## src/verilog/dehaze_pixel_pkg.sv

```systemverilog
// Pixel, channel and window types, channel and filter-kind enums, window constants
package dehaze_pixel_pkg;

    // ====================
    // Color values
    // ====================

    localparam int CHANNEL_W = 8;

    typedef logic [CHANNEL_W-1:0] channel_t;

    // Red in the high byte, blue in the low byte
    typedef logic [3*CHANNEL_W-1:0] pixel_t;

    // ====================
    // Window
    // ====================

    // 3x3 window in row-major order, win_0 is top left
    localparam int WINDOW_SIZE = 9;
    localparam int CENTER_IDX  = 4;

    // Channel that holds the smallest filtered value
    typedef enum logic [1:0] {
        RED   = 2'd0,
        GREEN = 2'd1,
        BLUE  = 2'd2
    } channel_e;

    // Kernel opcode chosen by the edge test
    typedef enum logic [1:0] {
        SMOOTH = 2'd0,
        EDGE   = 2'd1
    } filter_kind_e;

    // Green step that marks a window as an edge
    localparam int DEFAULT_EDGE_THRESHOLD = 32;

endpackage

```

## src/verilog/dehaze_fixed_pkg.sv

```systemverilog
// Fixed-point formats, omega shift, transmission floor and reciprocal scale
package dehaze_fixed_pkg;

    // ====================
    // Inverse light
    // ====================

    // 1/A per channel in Q0.14
    localparam int INV_ATM_W = 14;

    typedef logic [INV_ATM_W-1:0] inv_atm_t;

    // omega = 1 - 2^-4 = 15/16
    localparam int OMEGA_SHIFT = 4;

    // Fraction bits dropped from Fmin * omega/A
    localparam int HAZE_FRAC_SHIFT = 14;

    // ====================
    // Transmission
    // ====================

    // Lowest transmission, 0.25 in Q0.8
    localparam int T_MIN = 64;

    // 1/t in Q3.5 is 2^13 / t when t is Q0.8
    localparam int RECIP_NUM = 8192;

    typedef logic [7:0] inv_trans_t;

    // Fraction bits of inv_trans_t
    localparam int RECIP_FRAC = 5;

endpackage

```

## src/verilog/window_classifier.sv

```systemverilog
// window_classifier: green-channel edge test and stage-1 window register
`timescale 1ns/1ns
module window_classifier #(
    parameter int EDGE_THRESHOLD = dehaze_pixel_pkg::DEFAULT_EDGE_THRESHOLD
) (
    input  logic                           clk,
    input  logic                           rst,
    input  dehaze_pixel_pkg::pixel_t       win_0, win_1, win_2,
    input  dehaze_pixel_pkg::pixel_t       win_3, win_4, win_5,
    input  dehaze_pixel_pkg::pixel_t       win_6, win_7, win_8,
    output dehaze_pixel_pkg::pixel_t       reg_0, reg_1, reg_2,
    output dehaze_pixel_pkg::pixel_t       reg_3, reg_4, reg_5,
    output dehaze_pixel_pkg::pixel_t       reg_6, reg_7, reg_8,
    output dehaze_pixel_pkg::filter_kind_e kind
);

    localparam int CW = dehaze_pixel_pkg::CHANNEL_W;

    dehaze_pixel_pkg::channel_t h_diff;
    dehaze_pixel_pkg::channel_t v_diff;
    logic                       edge_found;

    // Absolute difference of the green bytes
    function automatic dehaze_pixel_pkg::channel_t green_diff(
        input dehaze_pixel_pkg::pixel_t a,
        input dehaze_pixel_pkg::pixel_t b
    );
        dehaze_pixel_pkg::channel_t ga;
        dehaze_pixel_pkg::channel_t gb;
        ga = a[CW +: CW];
        gb = b[CW +: CW];
        return (ga >= gb) ? ga - gb : gb - ga;
    endfunction

    assign h_diff     = green_diff(win_3, win_5);
    assign v_diff     = green_diff(win_1, win_7);
    assign edge_found = (h_diff >= EDGE_THRESHOLD) || (v_diff >= EDGE_THRESHOLD);

    // Stage 1
    always_ff @(posedge clk) begin
        if (rst) begin
            {reg_0, reg_1, reg_2} <= '0;
            {reg_3, reg_4, reg_5} <= '0;
            {reg_6, reg_7, reg_8} <= '0;
            kind <= dehaze_pixel_pkg::SMOOTH;
        end else begin
            {reg_0, reg_1, reg_2} <= {win_0, win_1, win_2};
            {reg_3, reg_4, reg_5} <= {win_3, win_4, win_5};
            {reg_6, reg_7, reg_8} <= {win_6, win_7, win_8};
            kind <= edge_found ? dehaze_pixel_pkg::EDGE : dehaze_pixel_pkg::SMOOTH;
        end
    end

    // The filter only decodes the two kernel opcodes
    a_kind_legal: assert property (@(posedge clk) disable iff (rst)
        !$isunknown(kind) &&
        (kind == dehaze_pixel_pkg::SMOOTH || kind == dehaze_pixel_pkg::EDGE));

endmodule

```

## src/verilog/window_filter.sv

```systemverilog
// window_filter: per-channel weighted 3x3 sum with the classified kernel, stage 2
`timescale 1ns/1ns
module window_filter (
    input  logic                           clk,
    input  logic                           rst,
    input  dehaze_pixel_pkg::pixel_t       reg_0, reg_1, reg_2,
    input  dehaze_pixel_pkg::pixel_t       reg_3, reg_4, reg_5,
    input  dehaze_pixel_pkg::pixel_t       reg_6, reg_7, reg_8,
    input  dehaze_pixel_pkg::filter_kind_e kind,
    output dehaze_pixel_pkg::channel_t     filt_r, filt_g, filt_b
);

    localparam int CW    = dehaze_pixel_pkg::CHANNEL_W;
    localparam int N     = dehaze_pixel_pkg::WINDOW_SIZE;
    localparam int SUM_W = 14;

    dehaze_pixel_pkg::pixel_t   px       [N];
    dehaze_pixel_pkg::channel_t filt_all [3];

    // Both kernels add up to 16
    function automatic logic [3:0] tap_weight(
        input dehaze_pixel_pkg::filter_kind_e k,
        input int                             idx
    );
        if (idx == dehaze_pixel_pkg::CENTER_IDX) begin
            return (k == dehaze_pixel_pkg::EDGE) ? 4'd8 : 4'd4;
        end
        // Odd indices are the four edge neighbours
        if (idx % 2 == 1) begin
            return 4'd2;
        end
        return (k == dehaze_pixel_pkg::EDGE) ? 4'd0 : 4'd1;
    endfunction

    assign px = '{reg_0, reg_1, reg_2, reg_3, reg_4, reg_5, reg_6, reg_7, reg_8};

    // Channel 0 is red, taken from the high byte
    for (genvar c = 0; c < 3; c++) begin : g_chan
        logic [SUM_W-1:0]           acc;
        dehaze_pixel_pkg::channel_t filt_q;

        always_comb begin
            acc = '0;
            for (int i = 0; i < N; i++) begin
                acc = acc + tap_weight(kind, i) * px[i][(2-c)*CW +: CW];
            end
        end

        always_ff @(posedge clk) begin
            if (rst) begin
                filt_q <= '0;
            end else begin
                filt_q <= CW'(acc >> 4);
            end
        end

        assign filt_all[c] = filt_q;

        // 16 x 255 must fit in 12 bits, or the shift drops a carry
        a_sum_12b: assert property (@(posedge clk) disable iff (rst)
            acc[SUM_W-1:12] == '0);
    end

    assign filt_r = filt_all[0];
    assign filt_g = filt_all[1];
    assign filt_b = filt_all[2];

endmodule

```

## src/verilog/sideband_pipe.sv

```systemverilog
// sideband_pipe: delay lines for center pixel, light, scaled inverse light and valid
`timescale 1ns/1ns
module sideband_pipe (
    input  logic                        clk,
    input  logic                        rst,
    input  logic                        input_valid,
    input  dehaze_pixel_pkg::pixel_t    center,
    input  dehaze_pixel_pkg::channel_t  atm_r, atm_g, atm_b,
    input  dehaze_fixed_pkg::inv_atm_t  inv_atm_r, inv_atm_g, inv_atm_b,
    output dehaze_pixel_pkg::pixel_t    center_d2,
    output dehaze_pixel_pkg::channel_t  atm_d2_r, atm_d2_g, atm_d2_b,
    output dehaze_fixed_pkg::inv_atm_t  inv_scaled_r, inv_scaled_g, inv_scaled_b,
    output logic                        valid_d6
);

    dehaze_pixel_pkg::pixel_t   center_d1;
    logic [5:0]                 valid_sr;
    dehaze_pixel_pkg::channel_t atm_in   [3];
    dehaze_fixed_pkg::inv_atm_t inv_in   [3];
    dehaze_pixel_pkg::channel_t atm_out  [3];
    dehaze_fixed_pkg::inv_atm_t inv_out  [3];

    assign atm_in = '{atm_r, atm_g, atm_b};
    assign inv_in = '{inv_atm_r, inv_atm_g, inv_atm_b};

    always_ff @(posedge clk) begin
        if (rst) begin
            center_d1 <= '0;
            center_d2 <= '0;
            valid_sr  <= '0;
        end else begin
            center_d1 <= center;
            center_d2 <= center_d1;
            valid_sr  <= {valid_sr[4:0], input_valid};
        end
    end

    // Light and omega/A per channel, 2 cycles to meet the filter output
    for (genvar c = 0; c < 3; c++) begin : g_chan
        dehaze_pixel_pkg::channel_t atm_d1, atm_d2;
        dehaze_fixed_pkg::inv_atm_t inv_d1, inv_s2;

        always_ff @(posedge clk) begin
            if (rst) begin
                atm_d1 <= '0;
                atm_d2 <= '0;
                inv_d1 <= '0;
                inv_s2 <= '0;
            end else begin
                atm_d1 <= atm_in[c];
                atm_d2 <= atm_d1;
                inv_d1 <= inv_in[c];
                inv_s2 <= inv_d1 - (inv_d1 >> dehaze_fixed_pkg::OMEGA_SHIFT);
            end
        end

        assign atm_out[c] = atm_d2;
        assign inv_out[c] = inv_s2;
    end

    assign {atm_d2_r, atm_d2_g, atm_d2_b}             = {atm_out[0], atm_out[1], atm_out[2]};
    assign {inv_scaled_r, inv_scaled_g, inv_scaled_b} = {inv_out[0], inv_out[1], inv_out[2]};
    assign valid_d6                                   = valid_sr[5];

endmodule

```

## src/verilog/transmission_estimator.sv

```systemverilog
// transmission_estimator: minimum channel, haze product and reciprocal table, stages 3-4
`timescale 1ns/1ns
module transmission_estimator (
    input  logic                         clk,
    input  logic                         rst,
    input  dehaze_pixel_pkg::channel_t   filt_r, filt_g, filt_b,
    input  dehaze_fixed_pkg::inv_atm_t   inv_scaled_r, inv_scaled_g, inv_scaled_b,
    output dehaze_fixed_pkg::inv_trans_t inv_trans
);

    localparam int CW      = dehaze_pixel_pkg::CHANNEL_W;
    localparam int PROD_W  = CW + dehaze_fixed_pkg::INV_ATM_W;
    localparam int ENTRIES = 1 << CW;

    dehaze_pixel_pkg::channel_e   min_sel;
    dehaze_pixel_pkg::channel_t   fmin;
    dehaze_fixed_pkg::inv_atm_t   inv_min;
    logic [PROD_W-1:0]            haze_full;
    logic [PROD_W-1:0]            haze_shift;
    dehaze_pixel_pkg::channel_t   haze_sat;
    dehaze_pixel_pkg::channel_t   haze_q;
    dehaze_fixed_pkg::inv_trans_t recip_table [ENTRIES];

    // One entry per haze product p, with t = 256 - p held at the floor
    function automatic dehaze_fixed_pkg::inv_trans_t recip_entry(input int p);
        int t;
        t = ENTRIES - p;
        if (t < dehaze_fixed_pkg::T_MIN) begin
            t = dehaze_fixed_pkg::T_MIN;
        end
        return dehaze_fixed_pkg::inv_trans_t'(dehaze_fixed_pkg::RECIP_NUM / t);
    endfunction

    for (genvar i = 0; i < ENTRIES; i++) begin : g_recip
        assign recip_table[i] = recip_entry(i);
    end

    // Ties go to red, then green
    always_comb begin
        if (filt_r <= filt_g && filt_r <= filt_b) begin
            min_sel = dehaze_pixel_pkg::RED;
        end else if (filt_g <= filt_b) begin
            min_sel = dehaze_pixel_pkg::GREEN;
        end else begin
            min_sel = dehaze_pixel_pkg::BLUE;
        end
    end

    always_comb begin
        case (min_sel)
            dehaze_pixel_pkg::RED: begin
                fmin    = filt_r;
                inv_min = inv_scaled_r;
            end
            dehaze_pixel_pkg::GREEN: begin
                fmin    = filt_g;
                inv_min = inv_scaled_g;
            end
            default: begin
                fmin    = filt_b;
                inv_min = inv_scaled_b;
            end
        endcase
    end

    assign haze_full  = PROD_W'(fmin) * PROD_W'(inv_min);
    assign haze_shift = haze_full >> dehaze_fixed_pkg::HAZE_FRAC_SHIFT;
    assign haze_sat   = (haze_shift[PROD_W-1:CW] != '0) ? '1 : haze_shift[CW-1:0];

    // Stage 3 holds the product, stage 4 the reciprocal
    always_ff @(posedge clk) begin
        if (rst) begin
            haze_q    <= '0;
            inv_trans <= '0;
        end else begin
            haze_q    <= haze_sat;
            inv_trans <= recip_table[haze_q];
        end
    end

    // The floor on t bounds the gain applied in scene_recovery
    a_recip_bound: assert property (@(posedge clk) disable iff (rst)
        inv_trans <= dehaze_fixed_pkg::inv_trans_t'(
            dehaze_fixed_pkg::RECIP_NUM / dehaze_fixed_pkg::T_MIN));

endmodule

```

## src/verilog/scene_recovery.sv

```systemverilog
// scene_recovery: |I - A| and sign, scaling by 1/t, clamped add or subtract, stages 3-6
`timescale 1ns/1ns
module scene_recovery (
    input  logic                         clk,
    input  logic                         rst,
    input  dehaze_pixel_pkg::pixel_t     center,
    input  dehaze_pixel_pkg::channel_t   atm_r, atm_g, atm_b,
    input  dehaze_fixed_pkg::inv_trans_t inv_trans,
    output dehaze_pixel_pkg::channel_t   out_r, out_g, out_b
);

    localparam int CW     = dehaze_pixel_pkg::CHANNEL_W;
    localparam int SCALE_W = 2 * CW;

    dehaze_pixel_pkg::channel_t atm_in  [3];
    dehaze_pixel_pkg::channel_t out_all [3];

    assign atm_in = '{atm_r, atm_g, atm_b};

    for (genvar c = 0; c < 3; c++) begin : g_chan
        dehaze_pixel_pkg::channel_t i_c;
        dehaze_pixel_pkg::channel_t diff3, diff4, s5, j6;
        dehaze_pixel_pkg::channel_t a3, a4, a5;
        logic                       add3, add4, add5;
        logic [SCALE_W-1:0]         scaled;
        logic [CW:0]                sum;

        // Red in the high byte
        assign i_c = center[(2-c)*CW +: CW];

        // d * (1/t), back to an integer by dropping the Q3.5 fraction
        assign scaled = (SCALE_W'(diff4) * SCALE_W'(inv_trans)) >> dehaze_fixed_pkg::RECIP_FRAC;
        assign sum    = {1'b0, a5} + {1'b0, s5};

        always_ff @(posedge clk) begin
            if (rst) begin
                {diff3, diff4, s5, j6} <= '0;
                {a3, a4, a5}           <= '0;
                {add3, add4, add5}     <= '0;
            end else begin
                // Stage 3
                add3  <= (i_c >= atm_in[c]);
                diff3 <= (i_c >= atm_in[c]) ? i_c - atm_in[c] : atm_in[c] - i_c;
                a3    <= atm_in[c];
                // Stage 4 waits for the reciprocal
                diff4 <= diff3;
                add4  <= add3;
                a4    <= a3;
                // Stage 5
                s5    <= (scaled[SCALE_W-1:CW] != '0) ? '1 : scaled[CW-1:0];
                add5  <= add4;
                a5    <= a4;
                // Stage 6 clamps to 0..255
                if (add5) begin
                    j6 <= sum[CW] ? '1 : sum[CW-1:0];
                end else begin
                    j6 <= (a5 >= s5) ? a5 - s5 : '0;
                end
            end
        end

        assign out_all[c] = j6;
    end

    assign out_r = out_all[0];
    assign out_g = out_all[1];
    assign out_b = out_all[2];

endmodule

```

## src/verilog/dehaze_top.sv

```systemverilog
// dehaze_top: six-stage dehazing pipeline from 3x3 window to recovered pixel
`timescale 1ns/1ns
module dehaze_top #(
    parameter int EDGE_THRESHOLD = dehaze_pixel_pkg::DEFAULT_EDGE_THRESHOLD
) (
    input  logic                       clk,
    input  logic                       rst,
    input  logic                       input_valid,
    input  dehaze_pixel_pkg::pixel_t   win_0, win_1, win_2,
    input  dehaze_pixel_pkg::pixel_t   win_3, win_4, win_5,
    input  dehaze_pixel_pkg::pixel_t   win_6, win_7, win_8,
    input  dehaze_pixel_pkg::channel_t atm_r, atm_g, atm_b,
    input  dehaze_fixed_pkg::inv_atm_t inv_atm_r, inv_atm_g, inv_atm_b,
    output dehaze_pixel_pkg::channel_t out_r, out_g, out_b,
    output logic                       output_valid
);

    // ====================
    // Stage wires
    // ====================

    dehaze_pixel_pkg::pixel_t       reg_0, reg_1, reg_2, reg_3, reg_4, reg_5;
    dehaze_pixel_pkg::pixel_t       reg_6, reg_7, reg_8;
    dehaze_pixel_pkg::filter_kind_e kind;
    dehaze_pixel_pkg::channel_t     filt_r, filt_g, filt_b;
    dehaze_pixel_pkg::pixel_t       center_d2;
    dehaze_pixel_pkg::channel_t     atm_d2_r, atm_d2_g, atm_d2_b;
    dehaze_fixed_pkg::inv_atm_t     inv_scaled_r, inv_scaled_g, inv_scaled_b;
    dehaze_fixed_pkg::inv_trans_t   inv_trans;

    window_classifier #(.EDGE_THRESHOLD(EDGE_THRESHOLD)) u_classifier (
        .clk(clk), .rst(rst),
        .win_0(win_0), .win_1(win_1), .win_2(win_2),
        .win_3(win_3), .win_4(win_4), .win_5(win_5),
        .win_6(win_6), .win_7(win_7), .win_8(win_8),
        .reg_0(reg_0), .reg_1(reg_1), .reg_2(reg_2),
        .reg_3(reg_3), .reg_4(reg_4), .reg_5(reg_5),
        .reg_6(reg_6), .reg_7(reg_7), .reg_8(reg_8),
        .kind(kind)
    );

    window_filter u_filter (
        .clk(clk), .rst(rst),
        .reg_0(reg_0), .reg_1(reg_1), .reg_2(reg_2),
        .reg_3(reg_3), .reg_4(reg_4), .reg_5(reg_5),
        .reg_6(reg_6), .reg_7(reg_7), .reg_8(reg_8),
        .kind(kind),
        .filt_r(filt_r), .filt_g(filt_g), .filt_b(filt_b)
    );

    // Center pixel is win_4
    sideband_pipe u_sideband (
        .clk(clk), .rst(rst), .input_valid(input_valid), .center(win_4),
        .atm_r(atm_r), .atm_g(atm_g), .atm_b(atm_b),
        .inv_atm_r(inv_atm_r), .inv_atm_g(inv_atm_g), .inv_atm_b(inv_atm_b),
        .center_d2(center_d2),
        .atm_d2_r(atm_d2_r), .atm_d2_g(atm_d2_g), .atm_d2_b(atm_d2_b),
        .inv_scaled_r(inv_scaled_r), .inv_scaled_g(inv_scaled_g),
        .inv_scaled_b(inv_scaled_b),
        .valid_d6(output_valid)
    );

    transmission_estimator u_trans (
        .clk(clk), .rst(rst),
        .filt_r(filt_r), .filt_g(filt_g), .filt_b(filt_b),
        .inv_scaled_r(inv_scaled_r), .inv_scaled_g(inv_scaled_g),
        .inv_scaled_b(inv_scaled_b),
        .inv_trans(inv_trans)
    );

    scene_recovery u_recovery (
        .clk(clk), .rst(rst), .center(center_d2),
        .atm_r(atm_d2_r), .atm_g(atm_d2_g), .atm_b(atm_d2_b),
        .inv_trans(inv_trans),
        .out_r(out_r), .out_g(out_g), .out_b(out_b)
    );

endmodule

```

## config.mk

```make
export PLATFORM = sky130hd
export DESIGN_NAME = dehaze_top
export DESIGN_NICKNAME = d
export VERILOG_FILES = /design/src/verilog/dehaze_pixel_pkg.sv /design/src/verilog/dehaze_fixed_pkg.sv /design/src/verilog/window_classifier.sv /design/src/verilog/window_filter.sv /design/src/verilog/sideband_pipe.sv /design/src/verilog/transmission_estimator.sv /design/src/verilog/scene_recovery.sv /design/src/verilog/dehaze_top.sv
export SDC_FILE = /design/constraint.sdc
export NUM_CORES = 2
export LEC_CHECK = 0
export BUFFER_PORTS_ARGS = -buffer_cell sky130_fd_sc_hd__buf_2
export CORE_MARGIN = 4
export CORE_UTILIZATION = 45
export CTS_BUF_LIST = sky130_fd_sc_hd__clkbuf_8
export DETAILED_ROUTE_END_ITERATION = 16
export PLACE_DENSITY_LB_ADDON = 0.12
export SLEW_MARGIN = 20
export SYNTH_ARGS = -nofsm -noshare
export SYNTH_HDL_FRONTEND = slang
export SYNTH_SLANG_ARGS = --single-unit
```

## constraint.sdc

```tcl
create_clock -name clk -period 12.75 [get_ports clk]
set_clock_uncertainty 0.15 [all_clocks]
set_input_delay 1.9125 -clock clk [delete_from_list [all_inputs] [get_ports clk]]
set_output_delay 1.9125 -clock clk [all_outputs]
set_load 0.1 [all_outputs]
```

==> metrics.md <==
| Metric | Value |
|---|---|
| Slowest cell on the critical path | a21oi_1 |
| FFs w/ async S/R, synth | 0 |
| CTS HTree Levels | 3 |
| Maximum clock frequency | 130 MHz |
| Net count after synthesis | 5320 |
| Critical path arrival | 8.16 ns |
| Input/output buffers | 309 |
| Period utilisation layout | 0.604 |
| Sw Pwr | 5.69 mW |
| Post-CTS Setup Repair Bufs | 0 |
| YS warnings | 0 |
| CORE AREA | 0.0870 mm² |
| Mapped Avg Cell Area | 9.26 µm² |
| Crit. End Element | flop |
| Drt wl/cell | 15.1 µm |
| Sw frac | 0.464 |
| Hold Buf Count CTS | 0 |
| WS Path Type | reg2reg |
| CP most frequent cell | inv_1 |
| Synth cell types | 83 |
| Pre-Repair DR Iteration Count | 5 |
| First-pass GRT wire length | 145 mm |
| WHS Endpoint | u_recovery.g_chan[2].a5[7]$_SDFF_PP0_ |
| Hold wc startpoint | u_recovery.g_chan[2].a4[7]$_SDFF_PP0_ |
| Setup total negative slack | 0 ns |
| Seq/Total Area, Yosys | 0.302 |
| Reg power frac | 0.177 |
| Drt total wl | 87.4 mm |
| Final cell count without fillers | 5805 |
| Tot Pwr | 12.3 mW |
| DIE AREA | 0.0927 mm² |
| Die H | 305 µm |
| # rows | 108 |
| Post-cts gate resize count | 0 |
| Worst vdd ir | 474 µV |
| Post-synth EDFFs | 0 |
| Starting density of the core | 0.455 |
| Vias in the first global route | 28900 |
| Largest net degree at the start of global routing | 202 |
| Vias | 27500 |
| MaxCap Viol Count | 0 |
| Hpwl dp | 69.4 mm |
| Grt total ovfl | 0 |
| Cell area after synthesis | 0.0396 mm² |
| Pin slew with the least headroom to its limit | 1.07 ns |
| IO Pins | 310 |
| Residual DRC | 0 |
| Total Routing Usage GR | 0.191 |
| Worst Path Max Fanout | 37 |
| WP data required | 13.22 ns |
| Logic gate share of total power | 0.670 |
| Final setup fails | 0 |
| Max incr delay on CP | 0.69 ns |
| Clk_lat worst skew | 0.75 ns |
| Layout overhead on the synthesized area | 12.5% |
| Clk pin slew, worst setup/hold paths | 0.06 ns |
| R2R setup slack | 5.06 ns |
| Gpl congestion | 0.831 |
| Top delay family on crit path | compound AO/OA/AOI/OAI gates |
| Hold WC Path Type | reg2reg |
| Int Pwr | 6.58 mW |
| Max-slew headroom | 0.290 |
| CTS buffer count | 105 |
| Placement Setup Slack | 5.12 ns |
| Fin. max-slew vios | 0 |
| Root Driver | clkbuf_8 |
| Startpoint Class | flop |
| Gate Count Post-Synth | 4271 |
| Die W | 305 µm |
| Initial DRC count | 1167 |
| PD cells | 276 mW/mm² |
| Clock Path Buffers | 3 |
| Unrepaired setup endpoints after global routing | false |
| Hold Path Stages | 1 |
| PnR worst setup slack | 5.06 ns |
| Initial antenna violation count | 14 |
| Nets | 5610 |
| Vias per inst | 4.74 |
| Share of cells above drive strength 1 | 0.123 |
| P_leak | 21.6 nW |
| Clk pwr share | 0.153 |
| Worst R2R End | u_trans.haze_q[3]$_SDFF_PP0_ |
| Buf/Inv on CP | 6 |
| Cell depth of the worst flop-to-flop path | 27 |
| CTS tree | done |
| # clock sinks | 596 |
| Top_reg_cell synth | dfxtp_1 |
| Post-route minimum period | 7.69 ns |
| Routed Antenna Nets | 0 |
| Yosys reg bits | 596 |
| Status | finished clean |
| Reg2reg start | u_filter.filt_b[1]$_SDFF_PP0_ |
| Final Hold Vio Count | 0 |
| Post-Place Cells | 5609 |
==> Yosys cell counts (all sizes together) (4+ instances only) <==
library cell | count | area share
a211o | 6 | 0.0013
nand4 | 14 | 0.0022
o21ai | 123 | 0.016
a21oi | 180 | 0.023
nand3 | 14 | 0.0019
or3 | 8 | 0.0013
xor2 | 20 | 0.0044
o21bai | 39 | 0.0074
nor4 | 7 | 0.0011
and3 | 22 | 0.0035
dfxtp | 596 | 0.30
buf | 15 | 0.0017
o31ai | 7 | 0.0017
ha | 416 | 0.13
mux2 | 33 | 0.0095
inv | 732 | 0.069
o21a | 29 | 0.0055
a31o | 6 | 0.0013
o221ai | 8 | 0.0018
nor2b | 485 | 0.077
a2111oi | 5 | 0.0016
nor2 | 277 | 0.026
a21boi | 14 | 0.0027
nor3b | 4 | 0.00076
nand2b | 78 | 0.012
and2 | 109 | 0.017
nor3 | 58 | 0.0073
xnor2 | 46 | 0.010
clkbuf | 135 | 0.013
a311oi | 14 | 0.0031
fa | 348 | 0.18
o311ai | 9 | 0.0022
a211oi | 16 | 0.0030
a311o | 7 | 0.0018
o211ai | 19 | 0.0037
mux2i | 37 | 0.0095
a21o | 51 | 0.0097
a31oi | 23 | 0.0036
nand2 | 192 | 0.018
o31a | 4 | 0.00089
or2 | 21 | 0.0033
==> metrics by stage <==
step                      instance area (µm²)  utilization  hold slack (ns)
after detailed placement                42200        0.485            0.270
after global placement                  42200        0.485            0.267
final                                   44500        0.511            0.278
after floorplan                         39600            -            0.264
after CTS                               44500        0.511            0.280
after global routing                    44500        0.511            0.292
==> placed cells by master, fill, tap and decap left out, types with 16 or more instances in the layout <==
master	instances
inv_1	762
dfxtp_1	595
nor2b_1	484
ha_1	416
fa_1	348
buf_2	308
nor2_1	276
nand2_1	191
a21oi_1	177
clkbuf_8	130
and2_1	109
o21ai_0	108
nand2b_1	78
nor3_1	58
a21o_1	51
xnor2_1	46
o21bai_1	39
mux2i_1	36
o21a_1	29
mux2_2	28
a31oi_1	23
buf_4	23
and3_1	22
or2_2	21
xor2_1	20
o211ai_1	18
a211oi_1	16
==> power by group through the flow <==
stage / clock network (mW) / registers, mW / logic [mW]
after floorplan: 0 / 2.25 / 6.22
after global placement: 0 / 2.21 / 8.21
after detailed placement: 0 / 2.22 / 8.30
after CTS: 1.94 / 2.18 / 8.37
after global routing: 2.03 / 2.20 / 9.67
final: 1.87 / 2.17 / 8.22
==> kinds of logic (layout without fill, tap and decap cells) <==
family | count (synthesis) | in the layout | share of synthesized area
muxes | 72 | 72 | 0.0201
other | 2 | 6 | 0.000190
DFF | 596 | 596 | 0.302
buffers and inverters | 882 | 1257 | 0.0839
adders and majority gates | 764 | 764 | 0.308
xor gates and xnor gates | 66 | 66 | 0.0146
AOI/OAI and AO/OA | 591 | 591 | 0.0973
and+or+nand+nor | 1298 | 1298 | 0.175
==> how the worst max path moves through the flow <==
stage,startpoint,endpoint,slack (ns),cells past startpoint
after floorplan,u_filter.filt_b[1]$_SDFF_PP0_,u_trans.haze_q[3]$_SDFF_PP0_,6.02,28
after global placement,u_filter.filt_b[1]$_SDFF_PP0_,u_trans.haze_q[3]$_SDFF_PP0_,5.24,27
after detailed placement,u_filter.filt_b[1]$_SDFF_PP0_,u_trans.haze_q[3]$_SDFF_PP0_,5.12,27
after CTS,u_filter.filt_b[1]$_SDFF_PP0_,u_trans.haze_q[3]$_SDFF_PP0_,5.07,27
after global routing,u_filter.filt_b[1]$_SDFF_PP0_,u_trans.haze_q[7]$_SDFF_PP0_,4.53,27
final,u_filter.filt_b[1]$_SDFF_PP0_,u_trans.haze_q[3]$_SDFF_PP0_,5.06,27
==> state kept, by name, indices dropped and copies added (netlist names), 24 cells and up <==
register and cells:
u_classifier.reg_0 24, u_classifier.reg_1 24, u_classifier.reg_2 24, u_classifier.reg_3 24, u_classifier.reg_5 24, u_classifier.reg_6 24
u_classifier.reg_7 24, u_classifier.reg_8 24, u_recovery.g_chan.a3 24, u_recovery.g_chan.a4 24, u_recovery.g_chan.a5 24, u_recovery.g_chan.diff3 24
u_recovery.g_chan.diff4 24, u_recovery.g_chan.s5 24, u_sideband.center_d1 24, u_sideband.center_d2 24, u_sideband.g_chan.atm_d1 24, u_sideband.g_chan.inv_d1 42
==> final cells by class <==
cell class	count	area [µm²]
clock inverters	62	503
flip-flops and latches	596	11900
well taps	1155	1450
diodes	4	10.0
multi-input cells	2793	24300
repair buffers	333	1750
clock buffers	130	1790
inverters	732	2750
fillers	8297	42500
==> routing by layer <==
metal  track usage  wire (µm)  vias up
li1              -          -    14100
met5             0         73        -
met2         0.311      39200      524
met3        0.0386       4230      145
met4        0.0480       1780       14
met1         0.260      42200    12800
No activity file was read; power rests on OpenSTA's default activity.
